## config.mk

```make
export PLATFORM = sky130hd
export DESIGN_NAME = perf_mon_top
export DESIGN_NICKNAME = d
export VERILOG_FILES = /design/src/hdl/perf_pkg.sv /design/src/hdl/axis_buf.sv /design/src/hdl/perf_axil_regs.sv /design/src/hdl/perf_mon_top.sv /design/src/hdl/perf_rx_check.sv /design/src/hdl/perf_tx_gen.sv
export SDC_FILE = /design/constraint.sdc
export NUM_CORES = 2
export LEC_CHECK = 0
export ABC_AREA = 1
export ABC_CLOCK_PERIOD_IN_PS = 5500
export BUFFER_PORTS_ARGS = -buffer_cell sky130_fd_sc_hd__clkbuf_2
export CAP_MARGIN = 20
export CORE_ASPECT_RATIO = 0.6
export CORE_MARGIN = 2
export CORE_UTILIZATION = 35
export DETAILED_ROUTE_END_ITERATION = 12
export GPL_ROUTABILITY_DRIVEN = 0
export PLACE_DENSITY = 0.62
export SLEW_MARGIN = 20
export SYNTH_ARGS = -nofsm -noshare
export SYNTH_HDL_FRONTEND = slang
export SYNTH_SLANG_ARGS = --single-unit
```

## constraint.sdc

```tcl
create_clock -name clk -period 5.5 [get_ports clk]
set_clock_uncertainty 0.15 [all_clocks]
set_input_delay 1.1 -clock clk [delete_from_list [all_inputs] [get_ports clk]]
set_output_delay 1.1 -clock clk [all_outputs]
set_load 0.1 [all_outputs]
```

## src/hdl/perf_pkg.sv

```systemverilog
`default_nettype none

package perf_pkg;

    localparam int axil_addr_w = 32;
    localparam int axil_data_w = 32;
    localparam int axis_data_w = 64;
    localparam int buf_depth   = 16;
    localparam int buf_ptr_w   = 4;
    localparam int cnt_w       = 32;

    localparam logic [1:0] resp_okay   = 2'd0;
    localparam logic [1:0] resp_slverr = 2'd2;

    // word index, byte address divided by 4
    typedef enum logic [3:0] {
        reg_ctrl      = 4'd0,  // bit 0 starts a run
        reg_beat_num  = 4'd1,
        reg_pkt_num   = 4'd2,
        reg_status    = 4'd3,  // {rx_busy, tx_busy}
        reg_tx_cycles = 4'd4,
        reg_tx_beats  = 4'd5,
        reg_tx_pkts   = 4'd6,
        reg_rx_cycles = 4'd7,
        reg_rx_beats  = 4'd8,
        reg_rx_errs   = 4'd9,
        reg_rx_pkts   = 4'd10
    } perf_reg_e;

    typedef enum logic [1:0] {
        idle       = 2'd0,
        write_resp = 2'd1,
        read_data  = 2'd2
    } axil_state_e;

    typedef enum logic {
        run_idle   = 1'b0,
        run_active = 1'b1
    } run_state_e;

endpackage

`default_nettype wire

```

## src/hdl/axis_buf.sv

```systemverilog
`default_nettype none

module axis_buf (
    input  wire logic                              clk,
    input  wire logic                              reset,
    input  wire logic                              s_tvalid,
    input  wire logic [perf_pkg::axis_data_w-1:0]  s_tdata,
    input  wire logic                              s_tlast,
    output logic                                   s_tready,
    output logic                                   m_tvalid,
    output logic [perf_pkg::axis_data_w-1:0]       m_tdata,
    output logic                                   m_tlast,
    input  wire logic                              m_tready
);
    import perf_pkg::*;

    logic [axis_data_w:0]   mem [buf_depth];  // {tlast, tdata}
    logic [buf_ptr_w-1:0]   wr_ptr;
    logic [buf_ptr_w-1:0]   rd_ptr;
    logic [buf_ptr_w:0]     count;
    logic                   push;
    logic                   pop;

    assign s_tready          = (count != (buf_ptr_w + 1)'(buf_depth));
    assign m_tvalid          = (count != '0);
    assign {m_tlast, m_tdata} = mem[rd_ptr];
    assign push              = s_tvalid && s_tready;
    assign pop               = m_tvalid && m_tready;

    always_ff @(posedge clk) begin
        if (push)
            mem[wr_ptr] <= {s_tlast, s_tdata};
    end

    always_ff @(posedge clk) begin
        if (reset) begin
            wr_ptr <= '0;
            rd_ptr <= '0;
            count  <= '0;
        end else begin
            if (push)
                wr_ptr <= wr_ptr + 1'b1;  // wraps at depth
            if (pop)
                rd_ptr <= rd_ptr + 1'b1;
            case ({push, pop})
                2'b10:   count <= count + 1'b1;
                2'b01:   count <= count - 1'b1;
                default: ;
            endcase
        end
    end

endmodule

`default_nettype wire

```

## src/hdl/perf_axil_regs.sv

```systemverilog
`default_nettype none

module perf_axil_regs (
    input  wire logic                                clk,
    input  wire logic                                reset,
    input  wire logic                                awvalid,
    output logic                                     awready,
    input  wire logic [perf_pkg::axil_addr_w-1:0]    awaddr,
    input  wire logic                                wvalid,
    output logic                                     wready,
    input  wire logic [perf_pkg::axil_data_w-1:0]    wdata,
    input  wire logic [perf_pkg::axil_data_w/8-1:0]  wstrb,
    output logic                                     bvalid,
    input  wire logic                                bready,
    output logic [1:0]                               bresp,
    input  wire logic                                arvalid,
    output logic                                     arready,
    input  wire logic [perf_pkg::axil_addr_w-1:0]    araddr,
    output logic                                     rvalid,
    input  wire logic                                rready,
    output logic [perf_pkg::axil_data_w-1:0]         rdata,
    output logic [1:0]                               rresp,
    output logic                                     start,
    output logic [perf_pkg::cnt_w-1:0]               beat_num,
    output logic [perf_pkg::cnt_w-1:0]               pkt_num,
    input  wire logic                                tx_busy,
    input  wire logic                                rx_busy,
    input  wire logic [perf_pkg::cnt_w-1:0]          tx_cycles,
    input  wire logic [perf_pkg::cnt_w-1:0]          tx_beats,
    input  wire logic [perf_pkg::cnt_w-1:0]          tx_pkts,
    input  wire logic [perf_pkg::cnt_w-1:0]          rx_cycles,
    input  wire logic [perf_pkg::cnt_w-1:0]          rx_beats,
    input  wire logic [perf_pkg::cnt_w-1:0]          rx_errs,
    input  wire logic [perf_pkg::cnt_w-1:0]          rx_pkts
);
    import perf_pkg::*;

    axil_state_e              state;
    logic                     aw_held;
    logic                     w_held;
    logic [axil_addr_w-1:0]   aw_addr_q;
    logic [axil_data_w-1:0]   w_data_q;
    logic [axil_data_w/8-1:0] w_strb_q;

    logic                     aw_hs;
    logic                     w_hs;
    logic                     ar_hs;
    logic                     wr_go;
    logic [axil_addr_w-1:0]   wr_addr;
    logic [axil_data_w-1:0]   wr_data;
    logic [axil_data_w/8-1:0] wr_strb;
    perf_reg_e                wr_reg;
    perf_reg_e                rd_reg;
    logic                     wr_in_map;
    logic                     rd_in_map;
    logic [axil_data_w-1:0]   rd_val;

    // byte-lane merge for the writable registers
    function automatic logic [cnt_w-1:0] merge_bytes(
        input logic [cnt_w-1:0]         old_val,
        input logic [axil_data_w-1:0]   new_val,
        input logic [axil_data_w/8-1:0] strb
    );
        logic [cnt_w-1:0] res;
        res = old_val;
        for (int i = 0; i < axil_data_w / 8; i++) begin
            if (strb[i])
                res[8*i +: 8] = new_val[8*i +: 8];
        end
        return res;
    endfunction

    assign awready = (state == idle) && !aw_held;
    assign wready  = (state == idle) && !w_held;
    assign arready = (state == idle) && !aw_held && !w_held && !awvalid && !wvalid;  // writes first
    assign bvalid  = (state == write_resp);
    assign rvalid  = (state == read_data);

    assign aw_hs = awvalid && awready;
    assign w_hs  = wvalid && wready;
    assign ar_hs = arvalid && arready;
    assign wr_go = (aw_held || aw_hs) && (w_held || w_hs);

    // captured half or the one arriving this cycle
    assign wr_addr = aw_held ? aw_addr_q : awaddr;
    assign wr_data = w_held ? w_data_q : wdata;
    assign wr_strb = w_held ? w_strb_q : wstrb;

    assign wr_reg    = perf_reg_e'(wr_addr[5:2]);
    assign rd_reg    = perf_reg_e'(araddr[5:2]);
    assign wr_in_map = (wr_addr[axil_addr_w-1:6] == '0) && (wr_reg <= reg_pkt_num);
    assign rd_in_map = (araddr[axil_addr_w-1:6] == '0) && (rd_reg <= reg_rx_pkts);

    always_comb begin
        case (rd_reg)
            reg_beat_num:  rd_val = beat_num;
            reg_pkt_num:   rd_val = pkt_num;
            reg_status:    rd_val = {{(axil_data_w-2){1'b0}}, rx_busy, tx_busy};
            reg_tx_cycles: rd_val = tx_cycles;
            reg_tx_beats:  rd_val = tx_beats;
            reg_tx_pkts:   rd_val = tx_pkts;
            reg_rx_cycles: rd_val = rx_cycles;
            reg_rx_beats:  rd_val = rx_beats;
            reg_rx_errs:   rd_val = rx_errs;
            reg_rx_pkts:   rd_val = rx_pkts;
            default:       rd_val = '0;  // ctrl is write-only
        endcase
    end

    always_ff @(posedge clk) begin
        if (reset) begin
            state    <= idle;
            aw_held  <= 1'b0;
            w_held   <= 1'b0;
            start    <= 1'b0;
            beat_num <= '0;
            pkt_num  <= '0;
            bresp    <= resp_okay;
            rdata    <= '0;
            rresp    <= resp_okay;
        end else begin
            start <= 1'b0;
            case (state)
                idle: begin
                    if (wr_go) begin
                        aw_held <= 1'b0;
                        w_held  <= 1'b0;
                        state   <= write_resp;
                        bresp   <= wr_in_map ? resp_okay : resp_slverr;
                        if (wr_in_map) begin
                            case (wr_reg)
                                reg_ctrl:     start <= wr_strb[0] && wr_data[0]
                                                       && !tx_busy && !rx_busy;
                                reg_beat_num: beat_num <= merge_bytes(beat_num, wr_data, wr_strb);
                                reg_pkt_num:  pkt_num <= merge_bytes(pkt_num, wr_data, wr_strb);
                                default:      ;
                            endcase
                        end
                    end else begin
                        if (aw_hs) begin
                            aw_held   <= 1'b1;
                            aw_addr_q <= awaddr;
                        end
                        if (w_hs) begin
                            w_held   <= 1'b1;
                            w_data_q <= wdata;
                            w_strb_q <= wstrb;
                        end
                        if (ar_hs) begin
                            state <= read_data;
                            rdata <= rd_in_map ? rd_val : '0;
                            rresp <= rd_in_map ? resp_okay : resp_slverr;
                        end
                    end
                end
                write_resp: if (bready) state <= idle;
                read_data:  if (rready) state <= idle;
                default:    state <= idle;
            endcase
        end
    end

endmodule

`default_nettype wire

```

## src/hdl/perf_mon_top.sv

```systemverilog
`default_nettype none

module perf_mon_top (
    input  wire logic                                clk,
    input  wire logic                                reset,
    input  wire logic                                awvalid,
    output logic                                     awready,
    input  wire logic [perf_pkg::axil_addr_w-1:0]    awaddr,
    input  wire logic                                wvalid,
    output logic                                     wready,
    input  wire logic [perf_pkg::axil_data_w-1:0]    wdata,
    input  wire logic [perf_pkg::axil_data_w/8-1:0]  wstrb,
    output logic                                     bvalid,
    input  wire logic                                bready,
    output logic [1:0]                               bresp,
    input  wire logic                                arvalid,
    output logic                                     arready,
    input  wire logic [perf_pkg::axil_addr_w-1:0]    araddr,
    output logic                                     rvalid,
    input  wire logic                                rready,
    output logic [perf_pkg::axil_data_w-1:0]         rdata,
    output logic [1:0]                               rresp,
    output logic                                     tx_tvalid,
    output logic [perf_pkg::axis_data_w-1:0]         tx_tdata,
    output logic                                     tx_tlast,
    input  wire logic                                tx_tready,
    input  wire logic                                rx_tvalid,
    input  wire logic [perf_pkg::axis_data_w-1:0]    rx_tdata,
    input  wire logic                                rx_tlast,
    output logic                                     rx_tready
);
    import perf_pkg::*;

    logic                   start;
    logic [cnt_w-1:0]       beat_num;
    logic [cnt_w-1:0]       pkt_num;
    logic                   tx_busy;
    logic                   rx_busy;
    logic [cnt_w-1:0]       tx_cycles;
    logic [cnt_w-1:0]       tx_beats;
    logic [cnt_w-1:0]       tx_pkts;
    logic [cnt_w-1:0]       rx_cycles;
    logic [cnt_w-1:0]       rx_beats;
    logic [cnt_w-1:0]       rx_errs;
    logic [cnt_w-1:0]       rx_pkts;

    // generator to transmit buffer
    logic                   gen_tvalid;
    logic [axis_data_w-1:0] gen_tdata;
    logic                   gen_tlast;
    logic                   gen_tready;

    // receive buffer to checker
    logic                   chk_tvalid;
    logic [axis_data_w-1:0] chk_tdata;
    logic                   chk_tlast;
    logic                   chk_tready;

    perf_axil_regs u_regs (
        .clk,
        .reset,
        .awvalid,
        .awready,
        .awaddr,
        .wvalid,
        .wready,
        .wdata,
        .wstrb,
        .bvalid,
        .bready,
        .bresp,
        .arvalid,
        .arready,
        .araddr,
        .rvalid,
        .rready,
        .rdata,
        .rresp,
        .start,
        .beat_num,
        .pkt_num,
        .tx_busy,
        .rx_busy,
        .tx_cycles,
        .tx_beats,
        .tx_pkts,
        .rx_cycles,
        .rx_beats,
        .rx_errs,
        .rx_pkts
    );

    perf_tx_gen u_gen (
        .clk,
        .reset,
        .start,
        .beat_num,
        .pkt_num,
        .gen_tvalid,
        .gen_tdata,
        .gen_tlast,
        .gen_tready,
        .tx_busy,
        .tx_cycles,
        .tx_beats,
        .tx_pkts
    );

    axis_buf u_tx_buf (
        .clk      (clk),
        .reset    (reset),
        .s_tvalid (gen_tvalid),
        .s_tdata  (gen_tdata),
        .s_tlast  (gen_tlast),
        .s_tready (gen_tready),
        .m_tvalid (tx_tvalid),
        .m_tdata  (tx_tdata),
        .m_tlast  (tx_tlast),
        .m_tready (tx_tready)
    );

    axis_buf u_rx_buf (
        .clk      (clk),
        .reset    (reset),
        .s_tvalid (rx_tvalid),
        .s_tdata  (rx_tdata),
        .s_tlast  (rx_tlast),
        .s_tready (rx_tready),
        .m_tvalid (chk_tvalid),
        .m_tdata  (chk_tdata),
        .m_tlast  (chk_tlast),
        .m_tready (chk_tready)
    );

    perf_rx_check u_chk (
        .clk,
        .reset,
        .start,
        .beat_num,
        .pkt_num,
        .chk_tvalid,
        .chk_tdata,
        .chk_tlast,
        .chk_tready,
        .rx_busy,
        .rx_cycles,
        .rx_beats,
        .rx_errs,
        .rx_pkts
    );

endmodule

`default_nettype wire

```

## src/hdl/perf_rx_check.sv

```systemverilog
`default_nettype none

module perf_rx_check (
    input  wire logic                              clk,
    input  wire logic                              reset,
    input  wire logic                              start,
    input  wire logic [perf_pkg::cnt_w-1:0]        beat_num,
    input  wire logic [perf_pkg::cnt_w-1:0]        pkt_num,
    input  wire logic                              chk_tvalid,
    input  wire logic [perf_pkg::axis_data_w-1:0]  chk_tdata,
    input  wire logic                              chk_tlast,
    output logic                                   chk_tready,
    output logic                                   rx_busy,
    output logic [perf_pkg::cnt_w-1:0]             rx_cycles,
    output logic [perf_pkg::cnt_w-1:0]             rx_beats,
    output logic [perf_pkg::cnt_w-1:0]             rx_errs,
    output logic [perf_pkg::cnt_w-1:0]             rx_pkts
);
    import perf_pkg::*;

    run_state_e       state;
    logic [cnt_w-1:0] exp_pkt;
    logic [cnt_w-1:0] exp_beat;
    logic             exp_last;
    logic             first_seen;
    logic             beat;
    logic             mismatch;

    assign chk_tready = 1'b1;  // checker always sinks
    assign rx_busy    = (state == run_active);
    assign beat       = chk_tvalid && (state == run_active);
    assign exp_last   = (exp_beat == beat_num - 1'b1);
    assign mismatch   = (chk_tdata != {exp_pkt, exp_beat}) || (chk_tlast != exp_last);

    always_ff @(posedge clk) begin
        if (reset) begin
            state      <= run_idle;
            exp_pkt    <= '0;
            exp_beat   <= '0;
            first_seen <= 1'b0;
            rx_cycles  <= '0;
            rx_beats   <= '0;
            rx_errs    <= '0;
            rx_pkts    <= '0;
        end else if (start) begin
            if (beat_num != '0 && pkt_num != '0)
                state <= run_active;
            exp_pkt    <= '0;
            exp_beat   <= '0;
            first_seen <= 1'b0;
            rx_cycles  <= '0;
            rx_beats   <= '0;
            rx_errs    <= '0;
            rx_pkts    <= '0;
        end else if (state == run_active) begin
            if (beat || first_seen)
                rx_cycles <= rx_cycles + 1'b1;
            if (beat) begin
                first_seen <= 1'b1;
                rx_beats   <= rx_beats + 1'b1;
                if (mismatch)
                    rx_errs <= rx_errs + 1'b1;
                // expected indices follow the pattern, not the received tlast
                if (exp_last) begin
                    exp_beat <= '0;
                    exp_pkt  <= exp_pkt + 1'b1;
                end else begin
                    exp_beat <= exp_beat + 1'b1;
                end
                if (chk_tlast) begin
                    rx_pkts <= rx_pkts + 1'b1;
                    if (rx_pkts == pkt_num - 1'b1)
                        state <= run_idle;
                end
            end
        end
    end

endmodule

`default_nettype wire

```

## src/hdl/perf_tx_gen.sv

```systemverilog
`default_nettype none

module perf_tx_gen (
    input  wire logic                              clk,
    input  wire logic                              reset,
    input  wire logic                              start,
    input  wire logic [perf_pkg::cnt_w-1:0]        beat_num,
    input  wire logic [perf_pkg::cnt_w-1:0]        pkt_num,
    output logic                                   gen_tvalid,
    output logic [perf_pkg::axis_data_w-1:0]       gen_tdata,
    output logic                                   gen_tlast,
    input  wire logic                              gen_tready,
    output logic                                   tx_busy,
    output logic [perf_pkg::cnt_w-1:0]             tx_cycles,
    output logic [perf_pkg::cnt_w-1:0]             tx_beats,
    output logic [perf_pkg::cnt_w-1:0]             tx_pkts
);
    import perf_pkg::*;

    run_state_e       state;
    logic [cnt_w-1:0] pkt_idx;
    logic [cnt_w-1:0] beat_idx;
    logic             first_seen;  // first beat already accepted
    logic             hs;

    assign gen_tvalid = (state == run_active);
    assign gen_tdata  = {pkt_idx, beat_idx};  // counting pattern
    assign gen_tlast  = (beat_idx == beat_num - 1'b1);
    assign tx_busy    = (state == run_active);
    assign hs         = gen_tvalid && gen_tready;

    always_ff @(posedge clk) begin
        if (reset) begin
            state      <= run_idle;
            pkt_idx    <= '0;
            beat_idx   <= '0;
            first_seen <= 1'b0;
            tx_cycles  <= '0;
            tx_beats   <= '0;
            tx_pkts    <= '0;
        end else if (start) begin
            // an empty run never goes active
            if (beat_num != '0 && pkt_num != '0)
                state <= run_active;
            pkt_idx    <= '0;
            beat_idx   <= '0;
            first_seen <= 1'b0;
            tx_cycles  <= '0;
            tx_beats   <= '0;
            tx_pkts    <= '0;
        end else if (state == run_active) begin
            if (hs || first_seen)
                tx_cycles <= tx_cycles + 1'b1;
            if (hs) begin
                first_seen <= 1'b1;
                tx_beats   <= tx_beats + 1'b1;
                if (gen_tlast) begin
                    beat_idx <= '0;
                    pkt_idx  <= pkt_idx + 1'b1;
                    tx_pkts  <= tx_pkts + 1'b1;
                    if (pkt_idx == pkt_num - 1'b1)
                        state <= run_idle;  // last beat of last packet
                end else begin
                    beat_idx <= beat_idx + 1'b1;
                end
            end
        end
    end

endmodule

`default_nettype wire

```

# == Yosys cells after proc, flatten, opt, wreduce, memory -nomap -nowiden ==
# Memories as Yosys holds them, arrays and structs flattened. A register that Yosys moved wholly into a read port is not among the register bits.
# Cells that the tools add are included.
# word_totals
regBits,555
latchBits,0
ram_bits,2080
rom_bits,0
in_bits,174
out_inout_bits,108
mem_count,2
# mem_list
name,depth,width,rd,rd_clocked_by_memory_dff,wr,line,text
u_rx_buf.mem,16,65,1,1,1,axis_buf.sv:17,logic [axis_data_w:0] mem [buf_depth];
u_tx_buf.mem,16,65,1,1,1,axis_buf.sv:17,
# op_classes
addsub,21
n_mul,0
n_div,0
n_lt_le_gt_ge,2
eq_ne,30
n_shift,0
mux,39
bitwise_logic,5
n_reduce_logical,67
# op_table
cell,n
$add A32 B1 Y32 const B,11
$pmux W32 S10,1
$mux W32,5
$eq A32 B32 Y1,4
$ne A64 B64 Y1,1
$reduce_bool A32 Y1,2
$sub A32 B1 Y32 const B,2
$logic_not A26 Y1,2
$reduce_and A5 Y1,8
$mux W4,5
$pmux W5 S2,2
$logic_and A1 B1 Y1,19
$mux W1,19
$reduce_and A3 Y1,6
$add A4 B1 Y4 const B,4
$eq A4 B3 Y1 const B,4
$reduce_and A2 Y1,7
$eq A4 B2 Y1 const B,3
$eq A4 B4 Y1 const B,3
$mux W2,6
$add A5 B1 Y5 const B,2
$ne A5 B5 Y1 const B,2
$reduce_bool A5 Y1,2
$sub A5 B1 Y5 const B,2
18 further kinds,42

# == Logic depth before layout (Yosys ltp) ==
# logic_depth
depth_word,9
ltp_mapped,25
ltp_nobuf,22

# == Cells and area by module ==
# A second synthesis with hierarchy kept.
# unflattened
hier_cells,11266
area_unflattened_um2,120449.3
# modules_own_cells
mod,n_inst,cells_per_inst,area_per_inst_um2,seq_area_each_um2
axis_buf (u_rx_buf),1,2860,42424.4,31570.3
axis_buf (u_tx_buf),1,2860,42423.2,31570.3
perf_rx_check,1,2168,13853.3,3883.7
perf_tx_gen,1,2002,12010.3,3243.1
perf_axil_regs,1,1376,9738.1,4043.9

# == Worst setup path after synthesis ==
# OpenSTA, ideal clock, no wires.
# synth_timing
path_kind,reg2reg
startpoint,register u_regs.state[0]
endpoint,register u_regs.rdata[25] (netlist bit)
setup_ns,0.070
arrival_ns,5.719
required_time_ns,5.280
slack_ns,-0.439
path_stages_with_launch,11
path_buffers,1
period_less_slack_ns,5.939
path_cell_list,dfxtp_1 -> nor2_1 -> inv_1 -> nor2_1 -> nand2_1 -> nor3_1 -> nand2_1 -> a211oi_1 -> clkbuf_1 -> o41ai_1 -> a21oi_1
# synth_between
elab_chain_cells,7
word_cells_on_any_way,14
cone_classes,bitwise (1); reduce/logical (13)
# synth_lines
item,line,text
"start, declared",perf_axil_regs.sv:38,axil_state_e state;
"start signal, assigned",perf_axil_regs.sv:112,state <= idle;
"start signal, assigned",perf_axil_regs.sv:128,state <= write_resp;
"start signal, assigned",perf_axil_regs.sv:150,state <= read_data;
$logic_not A2 Y1,perf_axil_regs.sv:73,assign awready = (state == idle) && !aw_held;
$logic_and A1 B1 Y1,perf_axil_regs.sv:73,
via awready,perf_mon_top.sv:7,"output logic awready,"
$logic_and A1 B1 Y1 (3 in series),perf_axil_regs.sv:75,assign arready = (state == idle) && !aw_held && !w_held && !awvalid && !wvalid;
via arready,perf_mon_top.sv:17,"output logic arready,"
$logic_and A1 B1 Y1,perf_axil_regs.sv:81,assign ar_hs = arvalid && arready;
$reduce_and A3 Y1 (no line),n/a,
"end signal, assigned",perf_axil_regs.sv:151,rdata <= rd_in_map ? rd_val : '0;
"end, declared",perf_axil_regs.sv:21,"output logic [perf_pkg::axil_data_w-1:0] rdata,"
# The timed path passes the listed nets, and every way through them passes these cells.
# A chain may end at the register's enable or synchronous reset.

# == Final worst setup path ==
# layout_timing
startpoint,register u_regs.beat_num[1] (netlist bit)
endpoint,register u_chk.exp_beat[16]
# layout_between
elab_chain_cells,3
# layout_lines
item,line,text
"start, declared",perf_axil_regs.sv:24,"output logic [perf_pkg::cnt_w-1:0] beat_num,"
"start signal, assigned",perf_axil_regs.sv:134,"reg_beat_num: beat_num <= merge_bytes(beat_num, wr_data, wr_strb);"
$sub A32 B1 Y32,perf_rx_check.sv:32,assign exp_last = (exp_beat == beat_num - 1'b1);
$eq A32 B32 Y1,perf_rx_check.sv:32,
$mux W32,perf_rx_check.sv:64,if (exp_last) begin
"end signal, assigned",perf_rx_check.sv:68,exp_beat <= exp_beat + 1'b1;
"end, declared",perf_rx_check.sv:23,logic [cnt_w-1:0] exp_beat;
# Every way passes these cells.

==> impl_metrics.toml <==
[run_status]
status = "finished clean"

[cells_and_area]
reg_top3 = "u_rx_buf.mem: 1040 flops, u_tx_buf.mem: 1040 flops"
final_util_pct = 39.9
final-instance-count-excl-fill = 16484
final_common_cell = "nand2_1"
fin_area_um2 = 133000
area_growth_pct = 13.0
final_cell_mix = "nand2_1 (2550), edfxtp_1 (2146), inv_1 (1101)"
drive_above_1_share_pct = 7.87
nets = 11988

[timing]
period_needed_ps = 4920
tightest_slew_ps = 1220
period_share_pct = 89.4
finalSetupTns_ps = 0
report.final.hold_viol_count = 0
maxSlewHeadroom_pct = 18.4
max_freq_mhz = 203
drv_slew = 0
setup_viol = 0
rsz0062_at_grt = "no"

[synth]
synthMuxAreaShare_pct = 2.22
synthAdderAreaFrac_pct = 0.375
synthArstFlopShare_pct = 0
yosysWarnings = 0
synth-compound-area-share_pct = 8.96
yosysTopAreaCell = "edfxtp_1"
synth.yosys.seq_area_share_pct = 63.2
yosys.area_share.simple_pct = 17.5
avgSynthCellArea_um2 = 10.1
syn_inst = 11608
synth.top_cells.by_area = "edfxtp_1 (55%), dfxtp_1 (8.4%), nand2_1 (8.1%), nand3_1 (3.7%), inv_1 (3.5%)"
synth_top_area_share_pct = 54.8
synth_xor_area_share_pct = 2.06
synth_area_um2 = 118000
synth_top_family_by_area = "simple AND/OR/NAND/NOR gates"
synth_edf_count = 2146
synthFlopType = "edfxtp_1"
ys_ff_latch = 2639
ys_types = 59

[worst_setup_path]
critPathRequiredTime_ps = 6130
path_class = "reg2reg"
worstPathMaxFanout = 14
startpoint_type = "flip-flop"
worstSetupEndpointType = "flip-flop"
cp_data_arrival_time_ps = 5550

[power]
power.leakage_uw = 0.0472
powerDensity_nw_per_um2 = 398
vdd_drop_max_v = 0.000366

[route]
first_pass_iters = 7
wl_per_cell_um = 22.6
vias = 87885
vias_per_cell = 5.33
ant_nets = 0
wl_mm = 373
first_iter_violations = 12399
drcViolationCount = 0

[clocking]
clockRootBuffer = "clkbuf_16"
clk_pin_slew_ps = 70
post-cts-setup-buffers = 0
h-tree-depth = 5
cts_hold_buf = 0
clk_latency_ps = 900
clockBufferDepth = 4
cts_tree = "built"
clock-sinks = 2639
cts_buffers = 269
ctsResizeCount = 0

[global_route]
overflow = 0
grt_max_degree = 187
grt_pass1_vias = 78939
grt_use_total_pct = 21.1
antenna_found_initial = 52
grt_pass1_wl_mm = 541

[floorplanning]
pin_count = 282
initial_core_util_pct = 35.3
rows = 164
die_width_um = 752
core_um2 = 333000
die_h_um = 453
die-area_um2 = 341000

[place]
placed_area_um2 = 124000
place_hpwl_mm = 237
numPlacedInstances = 15989
portBuffers = 275

[flow_run]
drv_cap = 0

[min_path]
hold_path_class = "in2reg"
cell usage after synthesis (all sizes together) (17+ instances only):
| cell | number |
|---|---|
| dfxtp | 493 |
| o211ai | 333 |
| or2 | 17 |
| nand4 | 177 |
| nor3b | 23 |
| o22ai | 68 |
| nand2 | 2559 |
| nor2 | 875 |
| nor3 | 224 |
| a221oi | 21 |
| xor2 | 251 |
| o21ai | 700 |
| nand3 | 882 |
| mux2i | 261 |
| xnor2 | 20 |
| ha | 32 |
| nor4 | 80 |
| clkbuf | 367 |
| edfxtp | 2146 |
| a21oi | 651 |
| inv | 1118 |
| buf | 196 |
cell families after synthesis:
kind of cell             Yosys count
AND/OR/NAND/NOR                 4861
flip-flops                      2639
AO/OA/AOI/OAI                   1853
buffers and inverters           1686
XOR/XNOR                         273
multiplexers                     261
adder cells (fa/ha/maj)           34
other                              1
worst paths after layout:
path         slack (ps)                            start  cells past startpoint                               to
max reg2reg         580  u_regs.beat_num[1]$_SDFFE_PP0P_                     19  u_chk.exp_beat[16]$_SDFFE_PP0P_
min                 270                        wdata[26]                      1    u_regs.w_data_q[26]$_DFFE_PP_
min reg2reg         300    u_gen.first_seen$_SDFFE_PP0P_                      2    u_gen.first_seen$_SDFFE_PP0P_
max                 580  u_regs.beat_num[1]$_SDFFE_PP0P_                     19  u_chk.exp_beat[16]$_SDFFE_PP0P_
critical path: stages, from the launching register on:
cell and delay (ps):
dfxtp_1 350, inv_1 430, ha_1 320, nand2_2 100, nor2_2 270, nand2_1 180
nor2_4 230, nand2_1 100, nand3_1 80, nand2_1 50, nor2_1 240, nand3_1 130
nor2_1 190, nand3_1 240, nor2_2 620, inv_1 370, nand2_1 240, inv_1 250
o311ai_0 180, inv_1 70
per-stage QoR:
step                      hold WS (ps)  setup WS (ps)  power [uW]
after CTS                          211            587       53200
after detailed placement           289            861       35500
after global routing               237            389       55200
final                              267            581       53000
after global placement             284            937       35400
after floorplan                    277            298       32000
final cells by class:
type,count,area (um^2)
diodes,26,65.1
clock buffers,351,7260
clock inverters,116,1030
fillers,32122,201000
inverters,1123,4260
multi-input cells,7284,36900
flip-flops and latches,2639,74300
well taps,4482,5610
repair buffers,463,3430
metal layers:
metal  global-route usage, %  part of all wire (%)  up-vias
met2                    29.4                    41     4479
met3                    5.90                    12      555
met5                    1.16                  0.17        -
met4                    5.72                   2.3       18
met1                    31.7                    45    42267
li1                        -                     -    40566
where the power goes:
group,internal (uW),switching (uW),total (uW)
Sequential,21800,219,22000
Clock,10000,7800,17800
Combinational,3350,9790,13100
Power figures use the tool's default switching activity.
